$ cat src/include/dsp_config.svh
`ifndef DSP_CONFIG_SVH
`define DSP_CONFIG_SVH

// Symbols per clock
`define DSP_LANES      4

// ADC code and FFE
`define DSP_CODE_W     8
`define DSP_FFE_TAPS   3
`define DSP_WEIGHT_W   6
`define DSP_FFE_W      10
`define DSP_SHIFT_W    3

// Channel estimate, main cursor at tap 0
`define DSP_CHAN_DEPTH 3
`define DSP_CHAN_W     8
`define DSP_EST_W      10

`define DSP_ERR_W      11

`endif

$ cat src/hdl/sample_history.sv
`timescale 1ns/1ns
`include "dsp_config.svh"

module sample_history #(
    parameter int WIDTH = 8,
    parameter int DEPTH = 1
) (
    input  logic             clk,
    input  logic             rst_i,
    input  logic [WIDTH-1:0] data_i [`DSP_LANES-1:0],
    output logic [WIDTH-1:0] data_o [`DSP_LANES-1:0]
);

    logic [WIDTH-1:0] stage_q [DEPTH-1:0][`DSP_LANES-1:0];

    always_ff @(posedge clk) begin
        if (rst_i) begin
            for (int s = 0; s < DEPTH; s++) begin
                for (int l = 0; l < `DSP_LANES; l++) begin
                    stage_q[s][l] <= '0;
                end
            end
        end else begin
            stage_q[0] <= data_i;
            for (int s = 1; s < DEPTH; s++) begin
                stage_q[s] <= stage_q[s-1];
            end
        end
    end

    // Oldest stage
    assign data_o = stage_q[DEPTH-1];

endmodule

$ cat config.mk
export PLATFORM = sky130hd
export DESIGN_NAME = sample_history
export DESIGN_NICKNAME = d
export VERILOG_FILES = /design/src/hdl/sample_history.sv
export VERILOG_INCLUDE_DIRS = /design/src /design/src/include
export SDC_FILE = /design/constraint.sdc
export NUM_CORES = 1
export LEC_CHECK = 0
export CORE_ASPECT_RATIO = 0.9
export CORE_MARGIN = 4
export CORE_UTILIZATION = 51
export DETAILED_ROUTE_END_ITERATION = 12
export DONT_BUFFER_PORTS = 1
export GPL_ROUTABILITY_DRIVEN = 0
export PLACE_DENSITY_LB_ADDON = 0.08
export SYNTH_ARGS = -nofsm -noshare
export SYNTH_HDL_FRONTEND = slang
export SYNTH_SLANG_ARGS = --single-unit
export TNS_END_PERCENT = 1
$ cat constraint.sdc
create_clock -name clk -period 0.8 [get_ports clk]
set_input_delay 0.08 -clock clk [delete_from_list [all_inputs] [get_ports clk]]
set_output_delay 0.08 -clock clk [all_outputs]
set_load 0.01 [all_outputs]
==> flow_summary.ini <==
[outcome]
outcome = finished clean

[clock_tree]
cts_root_buf = clkbuf_4
numCtsBuffers = 5
ctsHtreeMaxLevel = 2
cts_buffer_depth = 2
numClockSinks = 32
cts_tree = yes
path_clk_slew_ns = 0.09
cts_post_setup_buffers_inserted = 0

[routing]
ant_nets = 0
drtIter0Drc = 5
drt_wl_total_um = 2020
drc = 0
detail_route.first_pass.iterations = 4
wl_per_cell_um = 16.0
num_vias = 586
vias_per_cell = 4.65

[synthesis]
syn_inst = 67
synth_cell_types = 3
synth_warnings = 0
synth_top_area_share_pct = 74.2
syn_area_um2 = 863
ys_ff_latch = 32
syn_area_per_cell_um2 = 12.9
synth_area_leaders = dfxtp_1 74%, nor2b_1 23%, buf_4 2.6%
syn-num-nets = 101
synth_top_cell_by_area = dfxtp_1
synth_seq_area_share_pct = 74.2

[global_route]
grtUsageTotal_pct = 17.9
grt_pass1_wl_um = 2940
grt_max_degree = 23
antenna_found_initial = 0
grt_pass1_vias = 608
overflow = 0

[floorplanning]
initial_core_util_pct = 57.1
die_area_um2 = 2420
die_x_um = 51.4
ios = 66
core_um2 = 1510
fp-row-count = 13
chipHeight_um = 47.0

[run]
max_cap_violations = 0

[timing]
min_period_over_period_pct = 95.3
tightest_slew_ns = 0.445
max_slew_margin_pct = 70.4
fin_hold_ws_ns = 0.327
hold_violations = 0
max_freq_mhz = 1310
drv_slew = 0
worst_slack_ns = 0.0374
setup_viol = 0
min_period_ns = 0.763

[critical_path]
critPathRequiredTime_ns = 0.72
cp_max_fo = 1
critPathArrivalTime_ns = 0.68
setup.worst_path.end_class = primary output
worstSetupStartpointType = flop
critPathKind = reg -> out

[cells_and_area]
top_regs = stage_q: 32 flops
largest_reg_flops = 32
layout_common_cells = 32 x nor2b_1, 32 x dlygate4sd3_1, 19 x dfxtp_2
antennaDiodeCount = 0
largest-register = stage_q
syn2layout_area_growth_pct = 47.2
layout-drive-gt1-share_pct = 24.0
nets = 138
layout.cells.non_filler = 126
final_area_um2 = 1270

[place]
placed_cells = 86
dpl_cell_area_um2 = 868
pre_cts_slack_ns = 0.367
io_buffers = 0

[pwr]
p_switching_mw = 0.598
vdd_ir_drop_max_uv = 1270
power_mw = 2.76
seqPwrFrac_pct = 64.0
power.internal_mw = 2.16
p_leak_nw = 0.546
p_per_area_nw_per_um2 = 2170
switching_share_pct = 21.7
p_clk_share_pct = 28.8
pwr-share-comb_pct = 7.1

[min_path]
hold_path_class = in -> reg
cell usage after synthesis:
cell type	n
dfxtp_1	32
nor2b_1	32
buf_4	3
stage by stage:
stage / util, % / TNS [ns]
2_1_floorplan: - / 0
3_3_place_gp: 57.4 / 0
3_5_place_dp: 57.4 / 0
4_1_cts: 82.3 / 0
5_1_grt: 84.0 / -0.000591
6_report: 84.0 / 0
metal layers:
layer / GRT usage (%) / vias to the layer above / share of wire [%] / routed length [um]
li1: - / 274 / - / -
met1: 18.1 / 269 / 36 / 719
met2: 28.2 / 41 / 50 / 1020
met3: 11.4 / 2 / 14 / 276
met4: 11.0 / 0 / 0.35 / 7
met5: 0 / - / 0 / 0
power by group through the flow:
stage               clock network [mW]  registers, mW  logic [mW]
finish                           0.796           1.77       0.197
global route                     0.885           1.77       0.216
CTS                              0.810           1.76       0.186
detailed placement                   0           1.79      0.0583
global placement                     0           1.79      0.0562
floorplan                            0           1.78      0.0766
worst paths after layout:
path	startpoint	endpoint	slack, ns	cells after the start
worst max-delay path	stage_q[0][16]$_SDFFE_PP0N_	data_o[16]	0.04	0
worst min-delay path	rst_i	stage_q[0][11]$_SDFFE_PP0N_	0.33	2
cells by family after synthesis:
logic type	after synthesis	synth area share, %
simple gates	32	23.2
buf+inv	3	2.61
flops	32	74.2
cell type report:
cell class / count / area [um^2]
sequential: 32 / 664
fill: 86 / 241
clock inverter: 1 / 5.00
timing repair buffer: 33 / 333
tap: 22 / 27.5
clock buffer: 6 / 41.3
multi-input combinational: 32 / 200
what timing repair did:
item,in CTS,in global routing
endpoints found under the setup margin,0,30
hold buffers,33,0
endpoints found under the hold margin,32,0
resized for setup,0,20
No activity file was read; power rests on OpenSTA's default activity.
