`src/include/dsp_config.svh`:
```
`ifndef DSP_CONFIG_SVH
`define DSP_CONFIG_SVH

// Symbols per clock
`define DSP_LANES      4

// ADC code and FFE
`define DSP_CODE_W     8
`define DSP_FFE_TAPS   3
`define DSP_WEIGHT_W   6
`define DSP_FFE_W      10
`define DSP_SHIFT_W    3

// Channel estimate, main cursor at tap 0
`define DSP_CHAN_DEPTH 3
`define DSP_CHAN_W     8
`define DSP_EST_W      10

`define DSP_ERR_W      11

`endif

```
`src/hdl/dsp_pkg.sv`:
```
`include "dsp_config.svh"

package dsp_pkg;

    typedef logic signed [`DSP_CODE_W-1:0]   code_t;
    typedef logic signed [`DSP_WEIGHT_W-1:0] weight_t;
    typedef logic signed [`DSP_FFE_W-1:0]    ffe_out_t;
    typedef logic signed [`DSP_CHAN_W-1:0]   chan_tap_t;
    typedef logic signed [`DSP_EST_W-1:0]    est_code_t;
    typedef logic signed [`DSP_ERR_W-1:0]    err_t;
    typedef logic [`DSP_SHIFT_W-1:0]         shift_t;

    // Detector decision per symbol
    typedef enum logic [1:0] {
        DEC_KEEP     = 2'd0,
        DEC_FLIP_ONE = 2'd1,
        DEC_FLIP_TWO = 2'd2
    } decision_e;

endpackage

```
`src/hdl/ffe_filter.sv`:
```
`timescale 1ns/1ns
`include "dsp_config.svh"

module ffe_filter (
    input  logic              clk,
    input  logic              rst_i,
    input  dsp_pkg::code_t    codes_i     [`DSP_LANES-1:0],
    input  dsp_pkg::weight_t  weights_i   [`DSP_FFE_TAPS-1:0][`DSP_LANES-1:0],
    input  dsp_pkg::shift_t   ffe_shift_i [`DSP_LANES-1:0],
    output dsp_pkg::ffe_out_t eq_o        [`DSP_LANES-1:0]
);

    localparam int HIST  = `DSP_FFE_TAPS - 1;
    localparam int ACC_W = `DSP_CODE_W + `DSP_WEIGHT_W + $clog2(`DSP_FFE_TAPS) + 1;

    localparam logic signed [ACC_W-1:0] SAT_MAX = 2 ** (`DSP_FFE_W - 1) - 1;
    localparam logic signed [ACC_W-1:0] SAT_MIN = -(2 ** (`DSP_FFE_W - 1));

    // Tail of the previous cycle, oldest first
    dsp_pkg::code_t          hist_q  [HIST-1:0];
    dsp_pkg::code_t          window  [`DSP_LANES+HIST-1:0];
    logic signed [ACC_W-1:0] acc     [`DSP_LANES-1:0];
    logic signed [ACC_W-1:0] shifted [`DSP_LANES-1:0];
    dsp_pkg::ffe_out_t       eq_d    [`DSP_LANES-1:0];

    always_comb begin
        for (int i = 0; i < HIST; i++) begin
            window[i] = hist_q[i];
        end
        for (int i = 0; i < `DSP_LANES; i++) begin
            window[i+HIST] = codes_i[i];
        end
        for (int l = 0; l < `DSP_LANES; l++) begin
            acc[l] = '0;
            for (int k = 0; k < `DSP_FFE_TAPS; k++) begin
                acc[l] = acc[l] + weights_i[k][l] * window[l+HIST-k];
            end
            shifted[l] = acc[l] >>> ffe_shift_i[l];
            if (shifted[l] > SAT_MAX) begin
                eq_d[l] = SAT_MAX[`DSP_FFE_W-1:0];
            end else if (shifted[l] < SAT_MIN) begin
                eq_d[l] = SAT_MIN[`DSP_FFE_W-1:0];
            end else begin
                eq_d[l] = shifted[l][`DSP_FFE_W-1:0];
            end
        end
    end

    always_ff @(posedge clk) begin
        if (rst_i) begin
            for (int i = 0; i < HIST; i++) begin
                hist_q[i] <= '0;
            end
            for (int l = 0; l < `DSP_LANES; l++) begin
                eq_o[l] <= '0;
            end
        end else begin
            for (int i = 0; i < HIST; i++) begin
                hist_q[i] <= codes_i[`DSP_LANES-HIST+i];
            end
            eq_o <= eq_d;
        end
    end

endmodule

```
`config.mk`:
```
export PLATFORM = sky130hd
export DESIGN_NAME = ffe_filter
export DESIGN_NICKNAME = d
export VERILOG_FILES = /design/src/hdl/dsp_pkg.sv /design/src/hdl/ffe_filter.sv
export VERILOG_INCLUDE_DIRS = /design/src /design/src/include
export SDC_FILE = /design/constraint.sdc
export NUM_CORES = 2
export LEC_CHECK = 0
export ABC_AREA = 1
export BUFFER_PORTS_ARGS = -buffer_cell sky130_fd_sc_hd__buf_4
export CORE_UTILIZATION = 61
export DETAILED_ROUTE_END_ITERATION = 6
export PLACE_DENSITY = 0.78
export SLEW_MARGIN = 10
export SYNTH_ARGS = -nofsm -noshare
export SYNTH_HDL_FRONTEND = slang
export SYNTH_SLANG_ARGS = --single-unit
export TNS_END_PERCENT = 100
```
`constraint.sdc`:
```
create_clock -name clk -period 7.5 [get_ports clk]
set_input_delay 0.375 -clock clk [delete_from_list [all_inputs] [get_ports clk]]
set_output_delay 0.375 -clock clk [all_outputs]
set_load 0.01 [all_outputs]
```
==> impl_metrics.ini <==
[outcome]
status = finished, final reports clean

[grt]
overflow = 0
grt.total_usage_pct = 32.0
grt_max_degree = 31
antenna_found_initial = 10
grt_pass1_wl_um = 118000
first_global_vias = 23500

[worst_hold_path]
min_path_cells = 3
hp-start = codes_i[24]
hold_path_class = primary input to register

[clocking]
ctsRootBufferMaster = clkbuf_16
clock-sinks = 56
numCtsBuffers = 5
cts_tree = done
postCtsHoldBufs = 0
clk_pin_slew_ns = 0.09
clk_latency_ns = 0.35
cts_setup_buffers = 0
htree_num_levels = 2
cts.path.max_buffers = 2
cts_resized = 0

[sta]
setup_viol = 0
period_share_pct = 88.7
worst_pin_slew_ns = 0.752
fin_setup_tns_ns = 0
max_freq_mhz = 150
period_minus_slack_ns = 6.65
rsz0062_at_grt = false
fin_skew_ns = 0.00726
relSlewSlack_pct = 49.5
finalHoldViolations = 0
drv_slew = 0

[floorplan]
ioPinCount = 158
die_y_um = 218
initial_utilization_pct = 62.4
core_area_um2 = 45800
fp-row-count = 78
die-area_um2 = 47700
die_w_um = 218

[logic_synthesis]
netlist-cell-type-count = 44
syn_nets = 4803
ys_ff_latch = 56
ys_top_cells_by_area = fa_1, inv_1, nand2_1, ha_1, dfxtp_1
yosys_warnings = 0
avgSynthCellArea_um2 = 7.49
async_flop_share_pct = 0
yosys-top-cells-count = inv_1, nand2_1, fa_1
synthCells = 3813
synth_edf_count = 0
ys.flop_type = dfxtp_1
synth_top_area_share_pct = 43.5
syn_area_um2 = 28600
yosys.cell_count.top_type = inv_1
synth_top_area_cell = fa_1
seq_area_frac_synth_pct = 3.93

[routing]
post-route-drc-count = 0
via_count = 22900
wirelength_um = 70500
viasPerCell = 5.15
dr.pass1.iters = 6
dr.first_iter.drc_count = 1811
drtAntennaViolNets = 0
wire_per_inst_um = 15.9

[placed_design]
dp_hpwl_um = 61900
io_buffers = 157
finalWeightedCongestion = 0.962

[critical_path]
critPathCaptureType = register
reg2reg_depth = 28
rr_startpoint = hist_q[0][15]$_SDFF_PP0_
required_ns = 7.74
crit_arrival_ns = 6.89
slowest_delay_ns = 0.67
path_class = register to register
crit_top_cell = fa_1
start_kind = register
worstSetupStartpoint = hist_q[0][15]$_SDFF_PP0_
cp_max_fo = 12
crit_slowest_cell = fa_1

[job]
maxCapViolCount = 0

[finish]
final.fill_count = 3893
regArea_um2 = 1120
multi_input_area_um2 = 22600
syn_to_final_growth_pct = 5.37
fin_util_pct = 65.8
drive_above_1_share_pct = 6.08
nNetsFinal = 4823
## logic make-up (layout without fill, tap and decap cells)
family	count (synthesis)	in the layout	synth area share, %
other cells	0	4	0
flops	56	56	3.93
xor+xnor	37	37	1.16
mux	7	7	0.245
fa+ha+maj	872	872	54.5
buf+inv	1279	1300	16.9
compound gates	189	189	3.60
simple gates	1373	1373	19.7
## placed cells by master, fill, tap and decap left out, drive strengths merged
cell type,instances
or2,19
o21bai,6
nand2,985
nand4,12
diode,4
a21boi,2
o22ai,1
a211oi,1
a31o,1
a21o,1
xnor2,19
a21oi,62
nand3b,5
buf,158
o21ai,104
xor2,18
clkinv,7
mux2i,7
ha,252
dfxtp,56
a31oi,4
inv,1129
nor2,157
clkinvlp,1
o211ai,5
clkbuf,5
o21a,2
nand3,194
nor3,1
fa,620
## final cells by class
class                      instances  share of cell area [%]
multi-input combinational       2478                    75.2
inverter                        1134                    14.1
timing repair buffer             158                    3.94
sequential                        56                    3.72
tap                              600                    2.49
clock buffer                       5                   0.416
clock inverter                     3                  0.0831
antenna                            4                  0.0333
## flip-flops by register name, summed over array words and instances, names as in the netlist
signal	cells
hist_q	16
eq_o	40
## through the flow
step	instance area (µm²)	worst slack, ns	cells	hold WS (ns)
after floorplan	28600	1.10	3813	0.482
after detailed placement	29900	0.902	4426	0.685
after global routing	30100	0.268	4437	0.337
after global placement	29900	0.958	4426	0.685
final	30100	0.850	4438	0.328
after CTS	30100	0.882	4434	0.311
## critical path: cells and delay by family, from the launching register on
| kind | cells | cell delay, ns |
|---|---|---|
| buffers and inverters | 6 | 0.43 |
| flip-flops | 1 | 0.61 |
| adder cells (fa/ha/maj) | 8 | 3.80 |
| AND/OR/NAND/NOR | 12 | 1.41 |
| AO/OA/AOI/OAI | 2 | 0.31 |
## path summary, 6_finish.rpt
path                                  end  slack, ns
setup / recovery      eq_o[10]$_SDFF_PP0_       0.85
hold reg to reg        eq_o[0]$_SDFF_PP0_       1.52
setup reg to reg      eq_o[10]$_SDFF_PP0_       0.85
hold / removal    hist_q[0][8]$_SDFF_PP0_       0.33
## routing by layer
metal  up-vias  track usage, %  wire (µm)
met2       849            51.3      32400
met4        10            10.7       2700
li1      10900               -          -
met3       132            6.78       6320
met1     10900            43.1      29000
met5         -               0         69
Power is left out: the tool's default activity adds up to more than one toggle a clock period on the data nets, which glitch-free logic cannot reach.
