===== src/include/dsp_config.svh =====
`ifndef DSP_CONFIG_SVH
`define DSP_CONFIG_SVH

// Symbols per clock
`define DSP_LANES      4

// ADC code and FFE
`define DSP_CODE_W     8
`define DSP_FFE_TAPS   3
`define DSP_WEIGHT_W   6
`define DSP_FFE_W      10
`define DSP_SHIFT_W    3

// Channel estimate, main cursor at tap 0
`define DSP_CHAN_DEPTH 3
`define DSP_CHAN_W     8
`define DSP_EST_W      10

`define DSP_ERR_W      11

`endif


===== src/hdl/dsp_pkg.sv =====
`include "dsp_config.svh"

package dsp_pkg;

    typedef logic signed [`DSP_CODE_W-1:0]   code_t;
    typedef logic signed [`DSP_WEIGHT_W-1:0] weight_t;
    typedef logic signed [`DSP_FFE_W-1:0]    ffe_out_t;
    typedef logic signed [`DSP_CHAN_W-1:0]   chan_tap_t;
    typedef logic signed [`DSP_EST_W-1:0]    est_code_t;
    typedef logic signed [`DSP_ERR_W-1:0]    err_t;
    typedef logic [`DSP_SHIFT_W-1:0]         shift_t;

    // Detector decision per symbol
    typedef enum logic [1:0] {
        DEC_KEEP     = 2'd0,
        DEC_FLIP_ONE = 2'd1,
        DEC_FLIP_TWO = 2'd2
    } decision_e;

endpackage


===== src/hdl/bit_slicer.sv =====
`timescale 1ns/1ns
`include "dsp_config.svh"

module bit_slicer (
    input  logic              clk,
    input  logic              rst_i,
    input  dsp_pkg::ffe_out_t eq_i     [`DSP_LANES-1:0],
    input  dsp_pkg::ffe_out_t thresh_i [`DSP_LANES-1:0],
    output logic              bits_o   [`DSP_LANES-1:0]
);

    logic bits_d [`DSP_LANES-1:0];

    // Signed compare, threshold itself slices to one
    always_comb begin
        for (int l = 0; l < `DSP_LANES; l++) begin
            bits_d[l] = (eq_i[l] >= thresh_i[l]);
        end
    end

    always_ff @(posedge clk) begin
        if (rst_i) begin
            for (int l = 0; l < `DSP_LANES; l++) begin
                bits_o[l] <= 1'b0;
            end
        end else begin
            bits_o <= bits_d;
        end
    end

endmodule


===== config.mk =====
export PLATFORM = sky130hd
export DESIGN_NAME = bit_slicer
export DESIGN_NICKNAME = d
export VERILOG_FILES = /design/src/hdl/dsp_pkg.sv /design/src/hdl/bit_slicer.sv
export VERILOG_INCLUDE_DIRS = /design/src /design/src/include
export SDC_FILE = /design/constraint.sdc
export NUM_CORES = 1
export LEC_CHECK = 0
export BUFFER_PORTS_ARGS = -buffer_cell sky130_fd_sc_hd__buf_2
export CORE_UTILIZATION = 43
export CTS_CLUSTER_DIAMETER = 80
export DETAILED_ROUTE_END_ITERATION = 12
export GPL_TIMING_DRIVEN = 0
export PLACE_DENSITY = 0.86
export REMOVE_ABC_BUFFERS = 1
export SETUP_SLACK_MARGIN = 0.3
export SLEW_MARGIN = 20
export SYNTH_ARGS = -nofsm -noshare
export SYNTH_HDL_FRONTEND = slang
export SYNTH_SLANG_ARGS = --single-unit

===== constraint.sdc =====
create_clock -name clk -period 4.5 [get_ports clk]
set_clock_uncertainty 0.05 [all_clocks]
set_input_delay 0.45 -clock clk [delete_from_list [all_inputs] [get_ports clk]]
set_output_delay 0.45 -clock clk [all_outputs]
set_load 0.01 [all_outputs]

==> results.json, run 1 <==
{
  "status": "completed",
  "synth_area_leader": "sky130_fd_sc_hd__ha_1",
  "yosys.cell_types.count": 19,
  "final_core_util_pct": 68.3,
  "layout_top_registers": "bits_o x4",
  "mux_share_of_post_synthesis_cell_area_pct": 0,
  "fp.dieW_um": 52.6,
  "grt_pass1_wl_um": 3410,
  "cts_hold_buffers": 0,
  "post_synth_xor_area_fraction_pct": 0,
  "hold_ws_ps": 519,
  "cts_post_setup_buffers_inserted": 0,
  "cts-root-to-sink-buffers": 2,
  "post_synth_and_or_nand_nor_area_fraction_pct": 8.53,
  "globalRouteTotalUtil_pct": 16.7,
  "largest_register_ffs": 4,
  "design.core.area_sq_um": 2320,
  "final-max-slew-violation-count": 0,
  "critPathArrivalTime_ps": 1770,
  "portion_of_synthesized_cell_area_occupied_by_the_leading_cell_type_pct": 45.5,
  "finalCriticalPeriod_ps": 1710,
  "place_congestion": 0.704,
  "initial_utilization_pct": 47.4,
  "critPathKind": "in2reg",
  "ctsHtreeMaxLevel": 1,
  "finalSetupTns_ps": 0,
  "viasPerCell": 4.77,
  "maxClockFrequency_mhz": 586,
  "cts_tree": "yes",
  "fraction_of_final_layout_cells_with_drive_strength_greater_than_1_pct": 39.0,
  "timing_worst_slew_pin_value_ps": 163,
  "detail_route.wirelength_um": 2320,
  "die_height_um": 52.6,
  "synth_top_family_by_area": "adder cells",
  "die_ar_sq_um": 2760,
  "ios": 86,
  "maxCapViolations": 0,
  "grt_start_max_net_pins": 7,
  "grt-busiest-layer": "met2",
  "detail_route.iter0.violations": 2,
  "clkSlewWorstSetupHoldPaths_ps": 40,
  "fp_rows": 17,
  "worst_hold_path.endpoint": "bits_o[1]",
  "largest_register": "bits_o",
  "fillers": 219,
  "synth_adder_area_share_pct": 45.5,
  "grtUsageMet2_pct": 34.8,
  "grt_antenna_before_repair": 0,
  "avg_cell_area_syn_sq_um": 7.86,
  "number_of_cells_traversed_by_the_worst_hold_path": 3,
  "detail_route.drc_violations": 0,
  "final_nets": 352,
  "worst_path_maximum_fanout": 2,
  "hp-start": "rst_i",
  "ys_top_cells_by_area": "sky130_fd_sc_hd__ha_1 (46%), sky130_fd_sc_hd__inv_1 (14%), sky130_fd_sc_hd__dfxtp_1 (7.3%)",
  "synthesis_to_finish_area_growth_pct": 43.9,
  "yosys_warnings": 0,
  "power.density_nw_per_um2": 130,
  "cts_resized": 0,
  "hold_viol_final": 0,
  "post_synth_instance_area_sq_um": 1100,
  "grt.overflow.total": 0,
  "post_drt_wl_per_cell_um": 9.05,
  "hold_class": "in2reg",
  "cts.sink_count": 4,
  "totalPowerFinal_uw": 206,
  "synth.yosys.seq_area_share_pct": 7.28,
  "cp_data_required_time_ps": 4570,
  "setup_viol_count_final": 0,
  "layout_worst_path_cycle_share_pct": 37.9,
  "rsz_0062_raised_after_global_routing": "no",
  "groute.layer.met3.usage_pct": 6.96,
  "antenna-diode-count": 0,
  "numCtsBuffers": 3,
  "post-dp-hpwl_um": 2220,
  "nature_of_the_critical_path_startpoint": "input port",
  "portBuffers": 85,
  "synth_compound_area_share_pct": 24.3,
  "sort_of_element_at_the_end_of_the_critical_path": "flip-flop",
  "clock_tree.root_cell": "sky130_fd_sc_hd__clkbuf_4",
  "number_of_global_route_vias_before_repair": 994,
  "post_synthesis_register_bit_count": 4,
  "static-leakage-power_nw": 1.09,
  "ant_nets": 0,
  "globalRouteMet1Util_pct": 15.0,
  "timing.slew.headroom_pct": 89.1,
  "max-vdd-ir-drop_mv": 0.135,
  "syn_inst": 140,
  "routed-via-count": 1220,
  "detailed_routing_iterations_pass_1": 2
}
cells in the mapped netlist (all sizes together):
master,number
or2,1
nand2,1
ha,40
nand2b,5
nand4,6
a21oi,12
nor2,1
dfxtp,4
nor3,1
a21o,5
inv,42
a41o,2
o22ai,1
o21a,5
nor2b,1
o211a,2
a2111o,2
o21ai,4
a211o,5
cells in the final DEF, fill, tap and decap left out:
cell type / instances
sky130_fd_sc_hd__o22ai_1: 1
sky130_fd_sc_hd__or2_2: 1
sky130_fd_sc_hd__nor2b_1: 1
sky130_fd_sc_hd__nor3_1: 1
sky130_fd_sc_hd__ha_1: 40
sky130_fd_sc_hd__nand4_1: 6
sky130_fd_sc_hd__nand2b_1: 5
sky130_fd_sc_hd__buf_2: 85
sky130_fd_sc_hd__nand2_1: 1
sky130_fd_sc_hd__a211o_1: 5
sky130_fd_sc_hd__o21a_1: 5
sky130_fd_sc_hd__a21o_1: 5
sky130_fd_sc_hd__a21oi_1: 12
sky130_fd_sc_hd__clkbuf_4: 3
sky130_fd_sc_hd__o21ai_0: 4
sky130_fd_sc_hd__a2111o_1: 2
sky130_fd_sc_hd__dfxtp_1: 4
sky130_fd_sc_hd__inv_1: 42
sky130_fd_sc_hd__o211a_1: 2
sky130_fd_sc_hd__a41o_1: 2
sky130_fd_sc_hd__nor2_1: 1
per-layer routing:
layer / share of wire [%] / wire length (um)
met1: 39 / 902
met2: 53 / 1240
met3: 7.7 / 178
met4: 0 / 0
met5: 0 / 0
how the worst max path moves through the flow:
stage                end  slack (ps)    startpoint  cells past startpoint
6_report       bits_o[3]        2790      eq_i[37]                      6
5_1_grt        bits_o[3]        2740      eq_i[37]                      6
4_1_cts        bits_o[3]        2800      eq_i[37]                      6
3_5_place_dp   bits_o[3]        2550      eq_i[37]                      6
3_3_place_gp   bits_o[1]        2570      eq_i[17]                      6
2_1_floorplan  bits_o[1]        2710  thresh_i[17]                      6
critical path: stages:
cell and delay [ps]:
sky130_fd_sc_hd__buf_2 100, sky130_fd_sc_hd__ha_1 300, sky130_fd_sc_hd__a21o_1 180, sky130_fd_sc_hd__a2111o_1 420, sky130_fd_sc_hd__a41o_1 210, sky130_fd_sc_hd__o211a_1 120
layout make-up:
cell class / count / area (sq um) / area share (%)
flip-flops and latches: 4 / 80.1 / 5.06
well taps: 28 / 35.0 / 2.21
repair buffers: 85 / 425 / 26.9
multi-input cells: 94 / 862 / 54.5
inverters: 42 / 158 / 9.96
clock buffers: 3 / 22.5 / 1.42
logic make-up after synthesis:
group | count (synthesis)
adders and majority gates | 40
buffers and inverters | 42
DFF | 4
AOI/OAI and AO/OA | 38
and+or+nand+nor | 16
where the power goes:
| part | internal (mW) | total, mW | switching [mW] | leakage [nW] |
|---|---|---|---|---|
| combinational | 0.0695 | 0.122 | 0.0526 | 1.04 |
| clock | 0.0297 | 0.0431 | 0.0134 | 0.0138 |
| sequential | 0.0401 | 0.0411 | 0.00105 | 0.0335 |
stage by stage:
| stage | std cells | worst slack (ps) | area [sq um] |
|---|---|---|---|
| after floorplan | 140 | 2710 | 1100 |
| after global placement | 253 | 2570 | 1560 |
| after detailed placement | 253 | 2550 | 1560 |
| after CTS | 256 | 2800 | 1580 |
| after global routing | 256 | 2740 | 1580 |
| final | 256 | 2790 | 1580 |
Note: power is estimated with default switching activity, not from simulation.
==> run 2, diff against run 1 <==
CORE_ASPECT_RATIO = 0.5   (was not set)
CORE_UTILIZATION = 36   (was 43)
PLACE_DENSITY = 0.77   (was 0.86)
clock period = 1.5 ns   (was 4.5 ns; I/O delays follow)
==> run 2 against run 1 <==
Sequential share of layout area shrank 0.33 points; final area increased by 6.9%; critical path depth rose by 1; first-iteration DRC count grew 50%; count of clock-buffer cells in the layout did not move; die area increased by 19%; largest cell class unchanged.
==> results.json, run 2 (same netlist as run 1, synthesis figures left out) <==
{
  "post_drt_wl_per_cell_um": 9.61,
  "ant_nets": 0,
  "timing.slew.headroom_pct": 87.7,
  "detail_route.drc_violations": 0,
  "multi_input_comb_area_sq_um": 916,
  "fraction_of_final_layout_cells_with_drive_strength_greater_than_1_pct": 42.4,
  "post-dp-hpwl_um": 2370,
  "nature_of_the_critical_path_startpoint": "input port",
  "critPathKind": "in2reg",
  "status": "completed",
  "die_height_um": 41.1,
  "maxCapViolations": 0,
  "power.density_nw_per_um2": 443,
  "leading_cell_type_in_the_layout_fill_and_taps_excluded": "sky130_fd_sc_hd__buf_2",
  "finish.cell_count_without_fillers": 266,
  "mostFrequentLayoutCells": "sky130_fd_sc_hd__buf_2 (83), sky130_fd_sc_hd__inv_1 (40), sky130_fd_sc_hd__ha_1 (36)",
  "layout_worst_path_cycle_share_pct": 85.2,
  "grt_pass1_wl_um": 3880,
  "detailed_routing_iterations_pass_1": 4,
  "routed-via-count": 1238,
  "power.switching_uw": 231,
  "cts-root-to-sink-buffers": 2,
  "rsz_0062_raised_after_global_routing": "yes",
  "final_core_util_pct": 61.5,
  "share_of_total_power_in_the_clock_network_pct": 30.3,
  "grt_start_max_net_pins": 7,
  "p_int_uw": 518,
  "globalRouteTotalUtil_pct": 15.4,
  "swShare_pct": 30.8,
  "design_area_sq_um": 1690,
  "timing_worst_slew_pin_value_ps": 182,
  "grt.overflow.total": 0,
  "critPathArrivalTime_ps": 1340,
  "viasPerCell": 4.65,
  "clock_tree.root_cell": "sky130_fd_sc_hd__clkbuf_8",
  "place.detailed.instances": 262,
  "detail_route.iter0.violations": 3,
  "finalSetupTns_ps": 0,
  "max-vdd-ir-drop_mv": 0.215,
  "finalCriticalPeriod_ps": 1280,
  "die_ar_sq_um": 3290,
  "worst_path_maximum_fanout": 2,
  "place_congestion": 0.691,
  "final_nets": 353,
  "final-max-slew-violation-count": 0,
  "grt_antenna_before_repair": 0,
  "number_of_global_route_vias_before_repair": 1015,
  "synthesis_to_finish_area_growth_pct": 53.8,
  "largest_register_ffs": 4,
  "fp_rows": 13,
  "antenna-diode-count": 0,
  "area.sequential_sq_um": 80.1,
  "largest_register": "bits_o",
  "fillers": 261,
  "clkSlewWorstSetupHoldPaths_ps": 30,
  "hold_class": "in2reg",
  "combinationalPowerShare_pct": 53.3,
  "hold_viol_final": 0,
  "sort_of_element_at_the_end_of_the_critical_path": "flip-flop",
  "ios": 86,
  "cts_tree": "yes",
  "initial_utilization_pct": 40.0,
  "power.sequential.fraction_pct": 16.5,
  "static-leakage-power_nw": 1.10,
  "maxClockFrequency_mhz": 782,
  "fp.dieW_um": 80.2,
  "number_of_cells_traversed_by_the_worst_hold_path": 3,
  "numCtsBuffers": 3,
  "setup_viol_count_final": 0,
  "cp_data_required_time_ps": 1560,
  "ctsHtreeMaxLevel": 1,
  "cts.sink_count": 4,
  "detail_route.wirelength_um": 2560,
  "dpl-instance-area_sq_um": 1570,
  "design.core.area_sq_um": 2750,
  "layout_top_registers": "bits_o x4",
  "cts_hold_buffers": 0,
  "portBuffers": 85
}
==> run 2: changes by cell type in the layout (fill, tap and decap cells not counted), sizes merged <==
cell	before	now
buf	85	86
==> run 2: worst max-delay path: stages <==
cell	delay (ps)
sky130_fd_sc_hd__buf_6	90
sky130_fd_sc_hd__inv_4	50
sky130_fd_sc_hd__ha_4	190
sky130_fd_sc_hd__a21o_1	150
sky130_fd_sc_hd__a2111o_1	380
sky130_fd_sc_hd__a41o_1	210
sky130_fd_sc_hd__o211a_1	110
==> run 2: routing by layer <==
metal / global-route usage, % / part of all wire, % / vias to the layer above
met2: 32.5 / 54 / 28
li1: - / - / 665
met5: 0 / 0 / -
met3: 2.89 / 3.9 / 2
met4: 3.57 / 0.63 / 0
met1: 17.0 / 42 / 543
==> run 2: area by class of cell <==
type / instances / share of cell area (%)
Multi-Input combinational cell: 94 / 54.1
Timing Repair Buffer: 86 / 26.3
Inverter: 42 / 9.62
Sequential cell: 4 / 4.73
Tap cell: 37 / 2.74
Clock buffer: 3 / 2.44
==> run 2: power groups by stage <==
stage	logic [mW]	registers (mW)	clock network (mW)
floorplan	0.203	0.132	0
global placement	0.359	0.124	0
detailed placement	0.377	0.125	0
CTS	0.400	0.124	0.232
global route	0.465	0.124	0.242
finish	0.399	0.123	0.227
==> run 2: per-stage QoR <==
step	power, mW	setup slack, ps	hold slack (ps)
after floorplan	0.336	5.31	261
after global placement	0.483	-130	454
after detailed placement	0.501	-146	456
after CTS	0.755	223	228
after global routing	0.832	165	248
final	0.749	222	229
==> run 2: repair_timing <==
item	in CTS	in global routing
pin swaps	6	2
gates resized for setup	10	3
setup buffers	1	0
endpoints found under the setup margin	3	3
==> run 2: worst paths after layout <==
check	from	to	slack (ps)
worst max-delay path	thresh_i[37]	bits_o[3]	220
worst min-delay path	rst_i	bits_o[3]	230
