==> src/include/dsp_config.svh <==
`ifndef DSP_CONFIG_SVH
`define DSP_CONFIG_SVH

// Symbols per clock
`define DSP_LANES      4

// ADC code and FFE
`define DSP_CODE_W     8
`define DSP_FFE_TAPS   3
`define DSP_WEIGHT_W   6
`define DSP_FFE_W      10
`define DSP_SHIFT_W    3

// Channel estimate, main cursor at tap 0
`define DSP_CHAN_DEPTH 3
`define DSP_CHAN_W     8
`define DSP_EST_W      10

`define DSP_ERR_W      11

`endif

==> src/hdl/dsp_pkg.sv <==
`include "dsp_config.svh"

package dsp_pkg;

    typedef logic signed [`DSP_CODE_W-1:0]   code_t;
    typedef logic signed [`DSP_WEIGHT_W-1:0] weight_t;
    typedef logic signed [`DSP_FFE_W-1:0]    ffe_out_t;
    typedef logic signed [`DSP_CHAN_W-1:0]   chan_tap_t;
    typedef logic signed [`DSP_EST_W-1:0]    est_code_t;
    typedef logic signed [`DSP_ERR_W-1:0]    err_t;
    typedef logic [`DSP_SHIFT_W-1:0]         shift_t;

    // Detector decision per symbol
    typedef enum logic [1:0] {
        DEC_KEEP     = 2'd0,
        DEC_FLIP_ONE = 2'd1,
        DEC_FLIP_TWO = 2'd2
    } decision_e;

endpackage

==> src/hdl/channel_filter.sv <==
`timescale 1ns/1ns
`include "dsp_config.svh"

module channel_filter (
    input  logic               clk,
    input  logic               rst_i,
    input  logic               bits_i       [`DSP_LANES-1:0],
    input  dsp_pkg::chan_tap_t chan_taps_i  [`DSP_LANES-1:0][`DSP_CHAN_DEPTH-1:0],
    input  dsp_pkg::shift_t    chan_shift_i [`DSP_LANES-1:0],
    output dsp_pkg::est_code_t est_o        [`DSP_LANES-1:0]
);

    localparam int HIST  = `DSP_CHAN_DEPTH - 1;
    localparam int ACC_W = `DSP_CHAN_W + $clog2(`DSP_CHAN_DEPTH) + 1;

    logic                    bits_q  [HIST-1:0];
    logic                    bit_win [`DSP_LANES+HIST-1:0];
    logic signed [ACC_W-1:0] acc     [`DSP_LANES-1:0];
    logic signed [ACC_W-1:0] shifted [`DSP_LANES-1:0];

    always_comb begin
        for (int i = 0; i < HIST; i++) begin
            bit_win[i] = bits_q[i];
        end
        for (int i = 0; i < `DSP_LANES; i++) begin
            bit_win[i+HIST] = bits_i[i];
        end
        // Bit 1 adds the tap, bit 0 subtracts it
        for (int l = 0; l < `DSP_LANES; l++) begin
            acc[l] = '0;
            for (int k = 0; k < `DSP_CHAN_DEPTH; k++) begin
                if (bit_win[l+HIST-k]) begin
                    acc[l] = acc[l] + chan_taps_i[l][k];
                end else begin
                    acc[l] = acc[l] - chan_taps_i[l][k];
                end
            end
            shifted[l] = acc[l] >>> chan_shift_i[l];
        end
    end

    always_ff @(posedge clk) begin
        if (rst_i) begin
            for (int i = 0; i < HIST; i++) begin
                bits_q[i] <= 1'b0;
            end
            for (int l = 0; l < `DSP_LANES; l++) begin
                est_o[l] <= '0;
            end
        end else begin
            for (int i = 0; i < HIST; i++) begin
                bits_q[i] <= bits_i[`DSP_LANES-HIST+i];
            end
            for (int l = 0; l < `DSP_LANES; l++) begin
                est_o[l] <= shifted[l][`DSP_EST_W-1:0];
            end
        end
    end

endmodule

==> config.mk <==
export PLATFORM = sky130hd
export DESIGN_NAME = channel_filter
export DESIGN_NICKNAME = d
export VERILOG_FILES = /design/src/hdl/dsp_pkg.sv /design/src/hdl/channel_filter.sv
export VERILOG_INCLUDE_DIRS = /design/src /design/src/include
export SDC_FILE = /design/constraint.sdc
export NUM_CORES = 1
export LEC_CHECK = 0
export BUFFER_PORTS_ARGS = -buffer_cell sky130_fd_sc_hd__buf_2
export CAP_MARGIN = 5
export CORE_MARGIN = 3
export CORE_UTILIZATION = 42
export CTS_CLUSTER_DIAMETER = 100
export DETAILED_ROUTE_END_ITERATION = 16
export PLACE_DENSITY_LB_ADDON = 0.3
export SKIP_CTS_REPAIR_TIMING = 1
export SLEW_MARGIN = 20
export SYNTH_ARGS = -nofsm -noshare
export SYNTH_HDL_FRONTEND = slang
export SYNTH_SLANG_ARGS = --single-unit
==> constraint.sdc <==
create_clock -name clk -period 11.1 [get_ports clk]
set_clock_uncertainty 0.15 [all_clocks]
set_input_delay 0.555 -clock clk [delete_from_list [all_inputs] [get_ports clk]]
set_output_delay 0.555 -clock clk [all_outputs]
set_load 0.01 [all_outputs]
==> results of run 1 <==
-- worst min-delay path, stage by stage --
cell                       delay [ps]
sky130_fd_sc_hd__buf_2            130
sky130_fd_sc_hd__inv_1             90
sky130_fd_sc_hd__a211oi_1          80
-- cell families (layout without fill, tap and decap cells) --
group | Yosys count | in the layout | synth area share
multiplexers | 46 | 46 | 0.0667
AO/OA/AOI/OAI | 293 | 293 | 0.247
AND/OR/NAND/NOR | 291 | 291 | 0.181
flip-flops | 42 | 42 | 0.110
XOR/XNOR | 153 | 153 | 0.177
adder cells (fa/ha/maj) | 100 | 100 | 0.171
buffers and inverters | 96 | 225 | 0.0481
-- final cells by class --
class / instances / area (µm²) / area share
Inverter: 64 / 240 / 0.0274
Multi-Input combinational cell: 883 / 6460 / 0.738
Clock buffer: 6 / 129 / 0.0147
Clock inverter: 2 / 37.5 / 0.00429
Sequential cell: 42 / 841 / 0.0960
Timing Repair Buffer: 153 / 766 / 0.0875
Tap cell: 225 / 282 / 0.0322
-- power breakdown --
| group | internal (W) | switching, W | total [W] |
|---|---|---|---|
| registers | 0.000213 | 0.0000307 | 0.000244 |
| clock network | 0.000106 | 0.0000568 | 0.000163 |
| logic | 0.000570 | 0.000735 | 0.00130 |
-- routing by layer --
metal	global-route usage	part of all wire	vias to the layer above	wire (µm)
met3	0.0309	0.052	14	1010
met4	0.0255	0.0091	2	176
met2	0.334	0.48	160	9270
met1	0.252	0.46	3456	8960
met5	0	0.00036	-	7
li1	-	-	3941	-
-- synth_stat cells, types with 21 or more instances --
library cell and number:
sky130_fd_sc_hd__nor2_1 117, sky130_fd_sc_hd__a21oi_1 96, sky130_fd_sc_hd__xor2_1 93, sky130_fd_sc_hd__ha_1 92
sky130_fd_sc_hd__inv_1 62, sky130_fd_sc_hd__xnor2_1 58, sky130_fd_sc_hd__nand2_1 52, sky130_fd_sc_hd__dfxtp_1 42
sky130_fd_sc_hd__o21ai_0 41, sky130_fd_sc_hd__nor3_1 40, sky130_fd_sc_hd__clkbuf_1 29, sky130_fd_sc_hd__mux2i_1 23
sky130_fd_sc_hd__mux2_2 21
-- flip-flops by register name, indices dropped and copies added, names as in the netlist --
name / flops
est_o: 40
bits_q: 2
-- placed cells by master (no fill, tap or decap), types with 7 or more instances in the layout --
master,synthesis,final
sky130_fd_sc_hd__o21a_1,15,15
sky130_fd_sc_hd__a211o_1,9,9
sky130_fd_sc_hd__dfxtp_1,42,42
sky130_fd_sc_hd__nor2_1,117,117
sky130_fd_sc_hd__nor2b_1,11,11
sky130_fd_sc_hd__or3_1,7,7
sky130_fd_sc_hd__a31oi_1,16,16
sky130_fd_sc_hd__inv_1,62,62
sky130_fd_sc_hd__o21bai_1,11,11
sky130_fd_sc_hd__xor2_1,93,93
sky130_fd_sc_hd__nand2_1,52,52
sky130_fd_sc_hd__nand2b_1,11,11
sky130_fd_sc_hd__a211oi_1,14,14
sky130_fd_sc_hd__fa_1,8,8
sky130_fd_sc_hd__o21ai_0,41,41
sky130_fd_sc_hd__buf_2,1,153
sky130_fd_sc_hd__o22ai_1,14,14
sky130_fd_sc_hd__xnor2_1,58,58
sky130_fd_sc_hd__mux2i_1,23,23
sky130_fd_sc_hd__mux2_2,21,21
sky130_fd_sc_hd__a21oi_1,96,96
sky130_fd_sc_hd__a21o_1,19,19
sky130_fd_sc_hd__nor3_1,40,40
sky130_fd_sc_hd__ha_1,92,92
sky130_fd_sc_hd__nor4_1,8,8
sky130_fd_sc_hd__and2_1,7,7
-- through the flow --
stage | area [µm²] | setup slack (ps) | total power, W | hold slack, ps
2_1_floorplan | 7670 | 6390 | 0.00123 | 580
3_3_place_gp | 8590 | 6150 | 0.00153 | 742
3_5_place_dp | 8590 | 6040 | 0.00155 | 748
4_1_cts | 8750 | 6160 | 0.00172 | 453
5_1_grt | 8750 | 5850 | 0.00190 | 466
6_report | 8750 | 6160 | 0.00171 | 470
-- how the worst min path moves through the flow --
stage / slack, ps / to / depth (start not counted) / from
floorplan: 580 / est_o[37] / 2 / chan_shift_i[11]
global route: 470 / est_o[37] / 3 / chan_shift_i[11]
global placement: 740 / est_o[37] / 3 / chan_shift_i[11]
detailed placement: 750 / est_o[37] / 3 / chan_shift_i[11]
finish: 470 / est_o[37] / 3 / chan_shift_i[11]
CTS: 450 / est_o[37] / 3 / chan_shift_i[11]
==> report_table.html, run 1 <==
<table>
<tr><th>Metric</th><th>Value</th></tr>
<tr><th colspan="2">Clock tree</th></tr>
<tr><td>CTS buffer count</td><td>5</td></tr>
<tr><td>Clock tree from TritonCTS</td><td>built</td></tr>
<tr><td>Insertion delay of the later-clocked pin in the worst-skew pair</td><td>270 ps</td></tr>
<tr><td>Longest Clk Path Bufs</td><td>2</td></tr>
<tr><td>Root Buffer Master</td><td>sky130_fd_sc_hd__clkbuf_16</td></tr>
<tr><td>Clock slew at reported path FFs</td><td>60 ps</td></tr>
<tr><td>Level count of the clock H-tree</td><td>2</td></tr>
<tr><td>CTS sink cnt</td><td>42</td></tr>
<tr><th colspan="2">Floorplanning</th></tr>
<tr><td>Chip width</td><td>141 µm</td></tr>
<tr><td>Cell row count</td><td>48</td></tr>
<tr><td>Vert. Die Dim</td><td>141 µm</td></tr>
<tr><td>I/O pin cnt</td><td>154</td></tr>
<tr><td>Total die area</td><td>19900 µm²</td></tr>
<tr><td>Effective utilization at floorplan</td><td>0.436</td></tr>
<tr><td>Area inside the core boundary</td><td>17600 µm²</td></tr>
<tr><th colspan="2">Synthesis</th></tr>
<tr><td>Top cells by area, synth</td><td>sky130_fd_sc_hd__ha_1 15%, sky130_fd_sc_hd__dfxtp_1 11%, sky130_fd_sc_hd__xor2_1 11%, sky130_fd_sc_hd__xnor2_1 6.6%, sky130_fd_sc_hd__a21oi_1 6.3%</td></tr>
<tr><td>Synth Warn #</td><td>0</td></tr>
<tr><td>Netlist Area Pre-Place</td><td>7670 µm²</td></tr>
<tr><td>Count of different cell masters after synthesis</td><td>77</td></tr>
<tr><td>Number of flops mapped to enable cells by yosys</td><td>0</td></tr>
<tr><td>Syn_area_per_cell</td><td>7.51 µm²</td></tr>
<tr><td>Instance count of the mapped netlist</td><td>1021</td></tr>
<tr><td>Share of the synthesized area in the top cell type</td><td>0.150</td></tr>
<tr><td>Biggest area consumer among synthesized cells</td><td>sky130_fd_sc_hd__ha_1</td></tr>
<tr><td>Post-synthesis sequential area ratio</td><td>0.110</td></tr>
<tr><td>Synthesized netlist net count</td><td>1235</td></tr>
<tr><td>Main flop type after synthesis</td><td>sky130_fd_sc_hd__dfxtp_1</td></tr>
<tr><td>Number of register bits inferred by synthesis</td><td>42</td></tr>
<tr><td>Share of synthesized flip-flops with an asynchronous set or reset</td><td>0</td></tr>
<tr><th colspan="2">Power and ir drop</th></tr>
<tr><td>Leakage power total</td><td>4.11 nW</td></tr>
<tr><td>Worst vdd rail ir drop</td><td>0.000125 V</td></tr>
<tr><td>Power density over the cells</td><td>196 nW/µm²</td></tr>
<tr><th colspan="2">Setup path</th></tr>
<tr><td>R2R Path End</td><td>est_o[2]</td></tr>
<tr><td>Category of the critical setup timing path</td><td>flip-flop to flip-flop</td></tr>
<tr><td>Crit. End Element</td><td>flip-flop</td></tr>
<tr><td>Sum of buffers and inverters on the critical path</td><td>0</td></tr>
<tr><td>Maximum fanout count along the critical path</td><td>20</td></tr>
<tr><td>CP Depth</td><td>17</td></tr>
<tr><td>Crit path capture</td><td>est_o[2]</td></tr>
<tr><td>Family with the most delay on the worst path</td><td>compound AO/OA/AOI/OAI gates</td></tr>
<tr><td>Series of cell instances along the critical path</td><td>mux2_2 -&gt; ha_1 -&gt; a21o_1 -&gt; a21oi_1 -&gt; o21bai_1 -&gt; a21oi_1 -&gt; o21ai_0 -&gt; a21o_1 -&gt; a21oi_1 -&gt; xnor2_1 -&gt; ha_1 -&gt; a211o_1 -&gt; nand2_1 -&gt; o211ai_2 -&gt; mux2_2 -&gt; mux4_2 -&gt; and2_1</td></tr>
<tr><td>Launching element type of the critical path</td><td>flip-flop</td></tr>
<tr><td>Arrival time at the worst endpoint</td><td>4960 ps</td></tr>
<tr><td>Startpoint of the most critical register-to-register path</td><td>bits_q[0][1]</td></tr>
<tr><td>Maximum cell stage delay along the critical path</td><td>820 ps</td></tr>
<tr><td>Required time worst endpoint</td><td>11120 ps</td></tr>
<tr><td>Register-to-Register Setup Slack</td><td>6160 ps</td></tr>
<tr><td>Reg2reg path depth</td><td>17</td></tr>
<tr><td>Most frequent CP cell</td><td>sky130_fd_sc_hd__a21oi_1</td></tr>
<tr><td>Worst setup path startpoint</td><td>bits_q[0][1]</td></tr>
<tr><td>Slowest-stage cell, CP</td><td>sky130_fd_sc_hd__dfxtp_1</td></tr>
<tr><th colspan="2">Global route</th></tr>
<tr><td>Vias in the first global route</td><td>7053</td></tr>
<tr><td>Largest net degree at the start of global routing</td><td>30</td></tr>
<tr><td>First-pass GRT wire length</td><td>32.5 mm</td></tr>
<tr><td>Antenna violations before repair</td><td>1</td></tr>
<tr><td>Gr usage total</td><td>0.190</td></tr>
<tr><td>Total congestion overflow after global routing</td><td>0</td></tr>
<tr><th colspan="2">Layout</th></tr>
<tr><td>Count of nets after finishing</td><td>1363</td></tr>
<tr><td>Ratio of cells with drive above 1 in the final layout</td><td>0.167</td></tr>
<tr><td>Area growth from synthesis to final layout</td><td>14.1%</td></tr>
<tr><td>Filler instances</td><td>1764</td></tr>
<tr><td>Count of placed standard cells in the final layout, fillers left out</td><td>1375</td></tr>
<tr><td>Utilization after layout</td><td>0.498</td></tr>
<tr><td>Inserted Diodes</td><td>0</td></tr>
<tr><th colspan="2">STA</th></tr>
<tr><td>Total Negative Setup Slacks</td><td>0 ps</td></tr>
<tr><td>Slew HR</td><td>0.476</td></tr>
<tr><td>Achievable clock frequency</td><td>0.202 GHz</td></tr>
<tr><td>Max-slew violations</td><td>0</td></tr>
<tr><td>Final Cycle Share</td><td>0.445</td></tr>
<tr><td>Min Tclk post-route</td><td>4940 ps</td></tr>
<tr><td>Final Hold Vio Count</td><td>0</td></tr>
<tr><td>RSZ-0062 raised after global routing</td><td>false</td></tr>
<tr><td>Slew at the pin closest to its max-slew limit</td><td>786 ps</td></tr>
<tr><td>Setup violations, final</td><td>0</td></tr>
<tr><th colspan="2">Placement</th></tr>
<tr><td>Final weighted congestion in routability-driven placement</td><td>0.931</td></tr>
<tr><td>Port bufs</td><td>153</td></tr>
<tr><td>Half-perimeter wire length of the detailed placement result</td><td>16.5 mm</td></tr>
<tr><td>Total placed cells including tap cells</td><td>1367</td></tr>
<tr><th colspan="2">Min path</th></tr>
<tr><td>Class of the tightest hold or removal check</td><td>input pin to flip-flop</td></tr>
<tr><th colspan="2">Route</th></tr>
<tr><td>Detailed-route DRC error count</td><td>0</td></tr>
<tr><td>Remaining number of nets flagged by the antenna check after routing</td><td>0</td></tr>
<tr><td>Count of routing violations after the opening detailed-route iteration</td><td>360</td></tr>
<tr><td>Vias after detailed routing</td><td>7573</td></tr>
<tr><td>Detailed-route vias per instance</td><td>5.51</td></tr>
<tr><td>Iteration count of the initial detailed-routing pass</td><td>6</td></tr>
<tr><td>Post-detailed-route wirelength per cell</td><td>14.1 µm</td></tr>
<tr><td>Total routed wirelength</td><td>19.4 mm</td></tr>
<tr><th colspan="2">Outcome</th></tr>
<tr><td>Status</td><td>complete, no violations</td></tr>
<tr><th colspan="2">Run</th></tr>
<tr><td>Number of violations of the max-capacitance limit</td><td>0</td></tr>
</table>
Power figures use the tool's default switching activity.
==> run 2, diff against run 1 <==
--- a/config.mk
+++ b/config.mk
@@ -6,6 +6,7 @@
 export SDC_FILE = /design/constraint.sdc
 export NUM_CORES = 1
 export LEC_CHECK = 0
+export ABC_AREA = 1
 export BUFFER_PORTS_ARGS = -buffer_cell sky130_fd_sc_hd__buf_2
 export CAP_MARGIN = 5
 export CORE_MARGIN = 3
==> constraint.sdc (replaced) <==
create_clock -name clk -period 4.2 [get_ports clk]
set_clock_uncertainty 0.15 [all_clocks]
set_input_delay 0.21 -clock clk [delete_from_list [all_inputs] [get_ports clk]]
set_output_delay 0.21 -clock clk [all_outputs]
set_load 0.01 [all_outputs]
==> run 2 against run 1 <==
Effect of this change:
- critical path depth grew 9
- first-iteration DRC count grew 3.9%
- combinational power up 150%
- highest routed layer is now met4
- register-to-register slack worse by 5800 ps
- via count rose by 20%
- final cell count up 31%
- design area is 10% higher
==> report_table.html, run 2 <==
<table>
<tr><th>Metric</th><th>Value</th></tr>
<tr><th colspan="2">Outcome</th></tr>
<tr><td>Status</td><td>complete, no violations</td></tr>
<tr><th colspan="2">Power and ir drop</th></tr>
<tr><td>Leakage power total</td><td>5.31 nW</td></tr>
<tr><td>Switching share of power</td><td>0.510</td></tr>
<tr><td>Total net switching power</td><td>0.00217 W</td></tr>
<tr><td>Proportion of power drawn by flip-flops and latches</td><td>0.131</td></tr>
<tr><td>Gate power share</td><td>0.751</td></tr>
<tr><td>Power density over the cells</td><td>440 nW/µm²</td></tr>
<tr><td>Cell-internal power</td><td>0.00208 W</td></tr>
<tr><td>Proportion of power drawn by the clock network</td><td>0.118</td></tr>
<tr><td>Worst vdd rail ir drop</td><td>0.000199 V</td></tr>
<tr><th colspan="2">Synthesis</th></tr>
<tr><td>Synth Warn #</td><td>0</td></tr>
<tr><td>Share of synthesized flip-flops with an asynchronous set or reset</td><td>0</td></tr>
<tr><td>Top cells by area, synth</td><td>sky130_fd_sc_hd__nand2_1 15%, sky130_fd_sc_hd__ha_1 14%, sky130_fd_sc_hd__dfxtp_1 10%, sky130_fd_sc_hd__inv_1 9.1%, sky130_fd_sc_hd__xor2_1 8.5%</td></tr>
<tr><td>Share of the synthesized area in the top cell type</td><td>0.145</td></tr>
<tr><td>Number of flops mapped to enable cells by yosys</td><td>0</td></tr>
<tr><td>Count of different cell masters after synthesis</td><td>46</td></tr>
<tr><td>Main flop type after synthesis</td><td>sky130_fd_sc_hd__dfxtp_1</td></tr>
<tr><td>Biggest area consumer among synthesized cells</td><td>sky130_fd_sc_hd__nand2_1</td></tr>
<tr><td>Netlist Area Pre-Place</td><td>8320 µm²</td></tr>
<tr><td>Instance count of the mapped netlist</td><td>1386</td></tr>
<tr><td>Synthesized netlist net count</td><td>1600</td></tr>
<tr><td>Post-synthesis sequential area ratio</td><td>0.101</td></tr>
<tr><td>Top-count cell post-synth</td><td>sky130_fd_sc_hd__nand2_1</td></tr>
<tr><td>Syn_area_per_cell</td><td>6.00 µm²</td></tr>
<tr><td>Commonest cells in the synthesized netlist</td><td>322 x sky130_fd_sc_hd__nand2_1, 202 x sky130_fd_sc_hd__inv_1, 140 x sky130_fd_sc_hd__nand3_1, 108 x sky130_fd_sc_hd__nor2_1, 92 x sky130_fd_sc_hd__ha_1</td></tr>
<tr><td>Number of register bits inferred by synthesis</td><td>42</td></tr>
<tr><th colspan="2">Global route</th></tr>
<tr><td>Gr usage total</td><td>0.199</td></tr>
<tr><td>First-pass GRT wire length</td><td>36.9 mm</td></tr>
<tr><td>Vias in the first global route</td><td>8321</td></tr>
<tr><td>Antenna violations before repair</td><td>1</td></tr>
<tr><td>Largest net degree at the start of global routing</td><td>30</td></tr>
<tr><td>Total congestion overflow after global routing</td><td>0</td></tr>
<tr><th colspan="2">STA</th></tr>
<tr><td>Post-route setup slack</td><td>358 ps</td></tr>
<tr><td>RSZ-0062 raised after global routing</td><td>true</td></tr>
<tr><td>Final Cycle Share</td><td>0.915</td></tr>
<tr><td>Min Tclk post-route</td><td>3840 ps</td></tr>
<tr><td>Slew HR</td><td>0.634</td></tr>
<tr><td>Setup violations, final</td><td>0</td></tr>
<tr><td>Final Hold Vio Count</td><td>0</td></tr>
<tr><td>Max-slew violations</td><td>0</td></tr>
<tr><td>Total Negative Setup Slacks</td><td>0 ps</td></tr>
<tr><td>Slew at the pin closest to its max-slew limit</td><td>549 ps</td></tr>
<tr><td>Achievable clock frequency</td><td>0.260 GHz</td></tr>
<tr><th colspan="2">Clock tree</th></tr>
<tr><td>CTS sink cnt</td><td>42</td></tr>
<tr><td>Clock tree from TritonCTS</td><td>built</td></tr>
<tr><td>Insertion delay of the later-clocked pin in the worst-skew pair</td><td>290 ps</td></tr>
<tr><td>Level count of the clock H-tree</td><td>2</td></tr>
<tr><td>Longest Clk Path Bufs</td><td>2</td></tr>
<tr><td>CTS buffer count</td><td>5</td></tr>
<tr><td>Root Buffer Master</td><td>sky130_fd_sc_hd__clkbuf_16</td></tr>
<tr><td>Clock slew at reported path FFs</td><td>60 ps</td></tr>
<tr><th colspan="2">Layout</th></tr>
<tr><td>Count of nets after finishing</td><td>1755</td></tr>
<tr><td>Area growth from synthesis to final layout</td><td>16.1%</td></tr>
<tr><td>Biggest registers after layout</td><td>est_o: 40 flops, bits_q: 2 flops</td></tr>
<tr><td>Top register by number of flip-flops</td><td>est_o</td></tr>
<tr><td>Ratio of cells with drive above 1 in the final layout</td><td>0.148</td></tr>
<tr><td>Most common cell after layout, fill and taps aside</td><td>sky130_fd_sc_hd__nand2_1</td></tr>
<tr><td>Max reg flops</td><td>40</td></tr>
<tr><td>Most frequent cells in the layout</td><td>322 x sky130_fd_sc_hd__nand2_1, 202 x sky130_fd_sc_hd__inv_1, 153 x sky130_fd_sc_hd__buf_2</td></tr>
<tr><th colspan="2">Setup path</th></tr>
<tr><td>Register-to-Register Setup Slack</td><td>390 ps</td></tr>
<tr><td>Category of the critical setup timing path</td><td>input pin to flip-flop</td></tr>
<tr><td>Crit. End Element</td><td>flip-flop</td></tr>
<tr><td>Required time worst endpoint</td><td>4230 ps</td></tr>
<tr><td>Maximum fanout count along the critical path</td><td>5</td></tr>
<tr><td>Launching element type of the critical path</td><td>input pin</td></tr>
<tr><td>Arrival time at the worst endpoint</td><td>3870 ps</td></tr>
<tr><th colspan="2">Route</th></tr>
<tr><td>Iteration count of the initial detailed-routing pass</td><td>5</td></tr>
<tr><td>Total routed wirelength</td><td>22.3 mm</td></tr>
<tr><td>Count of routing violations after the opening detailed-route iteration</td><td>374</td></tr>
<tr><td>Detailed-route DRC error count</td><td>0</td></tr>
<tr><td>Post-detailed-route wirelength per cell</td><td>12.4 µm</td></tr>
<tr><td>Remaining number of nets flagged by the antenna check after routing</td><td>0</td></tr>
<tr><td>Detailed-route vias per instance</td><td>5.04</td></tr>
<tr><td>Vias after detailed routing</td><td>9086</td></tr>
<tr><th colspan="2">Floorplanning</th></tr>
<tr><td>Total die area</td><td>21500 µm²</td></tr>
<tr><td>Vert. Die Dim</td><td>147 µm</td></tr>
<tr><td>Chip width</td><td>147 µm</td></tr>
<tr><td>Cell row count</td><td>50</td></tr>
<tr><td>Area inside the core boundary</td><td>19100 µm²</td></tr>
<tr><td>Effective utilization at floorplan</td><td>0.436</td></tr>
<tr><td>I/O pin cnt</td><td>154</td></tr>
<tr><th colspan="2">Placement</th></tr>
<tr><td>Final weighted congestion in routability-driven placement</td><td>0.926</td></tr>
<tr><td>Half-perimeter wire length of the detailed placement result</td><td>19.3 mm</td></tr>
<tr><td>Pre-CTS setup slack</td><td>-54.1 ps</td></tr>
<tr><td>Port bufs</td><td>153</td></tr>
<tr><th colspan="2">Min path</th></tr>
<tr><td>Class of the tightest hold or removal check</td><td>input pin to flip-flop</td></tr>
<tr><th colspan="2">Run</th></tr>
<tr><td>Number of violations of the max-capacitance limit</td><td>0</td></tr>
</table>
==> run 2: cell count changes after synthesis, sizes merged, moves of 21 or more <==
cell and change:
inv +146, mux2 -21, mux2i -23, nand2 +279, nand3 +138, o21ai +43
==> run 2: path summary, 6_finish.rpt <==
path | depth (start not counted) | endpoint | start
max reg2reg | 24 | est_o[4] | bits_q[0][1]
min reg2reg | 9 | est_o[1] | bits_q[0][0]
max | 26 | est_o[14] | chan_taps_i[32]
min | 4 | est_o[2] | chan_shift_i[2]
==> run 2: stage by stage <==
stage	hold WS (ps)	total power, W	util	instance area (µm²)	cells
global route	103	0.00476	0.506	9660	1803
finish	101	0.00425	0.506	9660	1803
floorplan	204	0.00295	-	8320	1386
global placement	388	0.00366	0.493	9400	1791
detailed placement	385	0.00369	0.493	9400	1791
CTS	90.1	0.00422	0.503	9590	1799
==> run 2: power groups by stage <==
stage | clock (W) | sequential (W) | combinational [W]
floorplan | 0 | 0.000605 | 0.00235
global placement | 0 | 0.000568 | 0.00309
detailed placement | 0 | 0.000567 | 0.00313
CTS | 0.000512 | 0.000558 | 0.00315
global route | 0.000531 | 0.000566 | 0.00367
finish | 0.000502 | 0.000559 | 0.00319
==> run 2: layout make-up <==
class / instances / area (µm²)
antenna: 1 / 2.50
clock buffer: 5 / 125
clock inverter: 3 / 68.8
timing repair buffer: 173 / 916
multi-input combinational: 1108 / 6590
sequential: 42 / 841
tap: 260 / 325
fill: 2014 / 9420
inverter: 211 / 795
==> run 2: routing by layer <==
| metal | GRT usage | vias up | wire (µm) |
|---|---|---|---|
| li1 | - | 4838 | - |
| met1 | 0.265 | 3996 | 10600 |
| met2 | 0.346 | 223 | 10200 |
| met3 | 0.0231 | 29 | 1090 |
| met4 | 0.0461 | 0 | 402 |
| met5 | 0 | - | 0 |
==> run 2: logic make-up after synthesis <==
logic type / Yosys count / share of synthesized area
and+or+nand+nor: 638 / 0.330
AOI/OAI and AO/OA: 246 / 0.167
buffers and inverters: 236 / 0.112
xor gates and xnor gates: 124 / 0.132
adders and majority gates: 100 / 0.158
DFF: 42 / 0.101
==> run 2: critical path, stage by stage <==
cell	delay, ps
sky130_fd_sc_hd__buf_2	110
sky130_fd_sc_hd__inv_1	50
sky130_fd_sc_hd__ha_1	220
sky130_fd_sc_hd__nor2_1	120
sky130_fd_sc_hd__xor2_1	240
sky130_fd_sc_hd__ha_2	350
sky130_fd_sc_hd__a21o_1	180
sky130_fd_sc_hd__a31oi_2	180
sky130_fd_sc_hd__o21ai_1	120
sky130_fd_sc_hd__a21oi_1	150
sky130_fd_sc_hd__o21bai_1	100
sky130_fd_sc_hd__nand2_1	70
sky130_fd_sc_hd__nand2_1	50
sky130_fd_sc_hd__a21oi_1	150
sky130_fd_sc_hd__xnor2_1	150
sky130_fd_sc_hd__ha_1	300
sky130_fd_sc_hd__inv_1	120
sky130_fd_sc_hd__o21bai_1	80
sky130_fd_sc_hd__a31oi_1	150
sky130_fd_sc_hd__nand3_1	130
sky130_fd_sc_hd__inv_1	90
sky130_fd_sc_hd__nand3_1	90
sky130_fd_sc_hd__nand3_1	130
sky130_fd_sc_hd__nand2_1	100
sky130_fd_sc_hd__o211ai_1	160
sky130_fd_sc_hd__inv_1	60
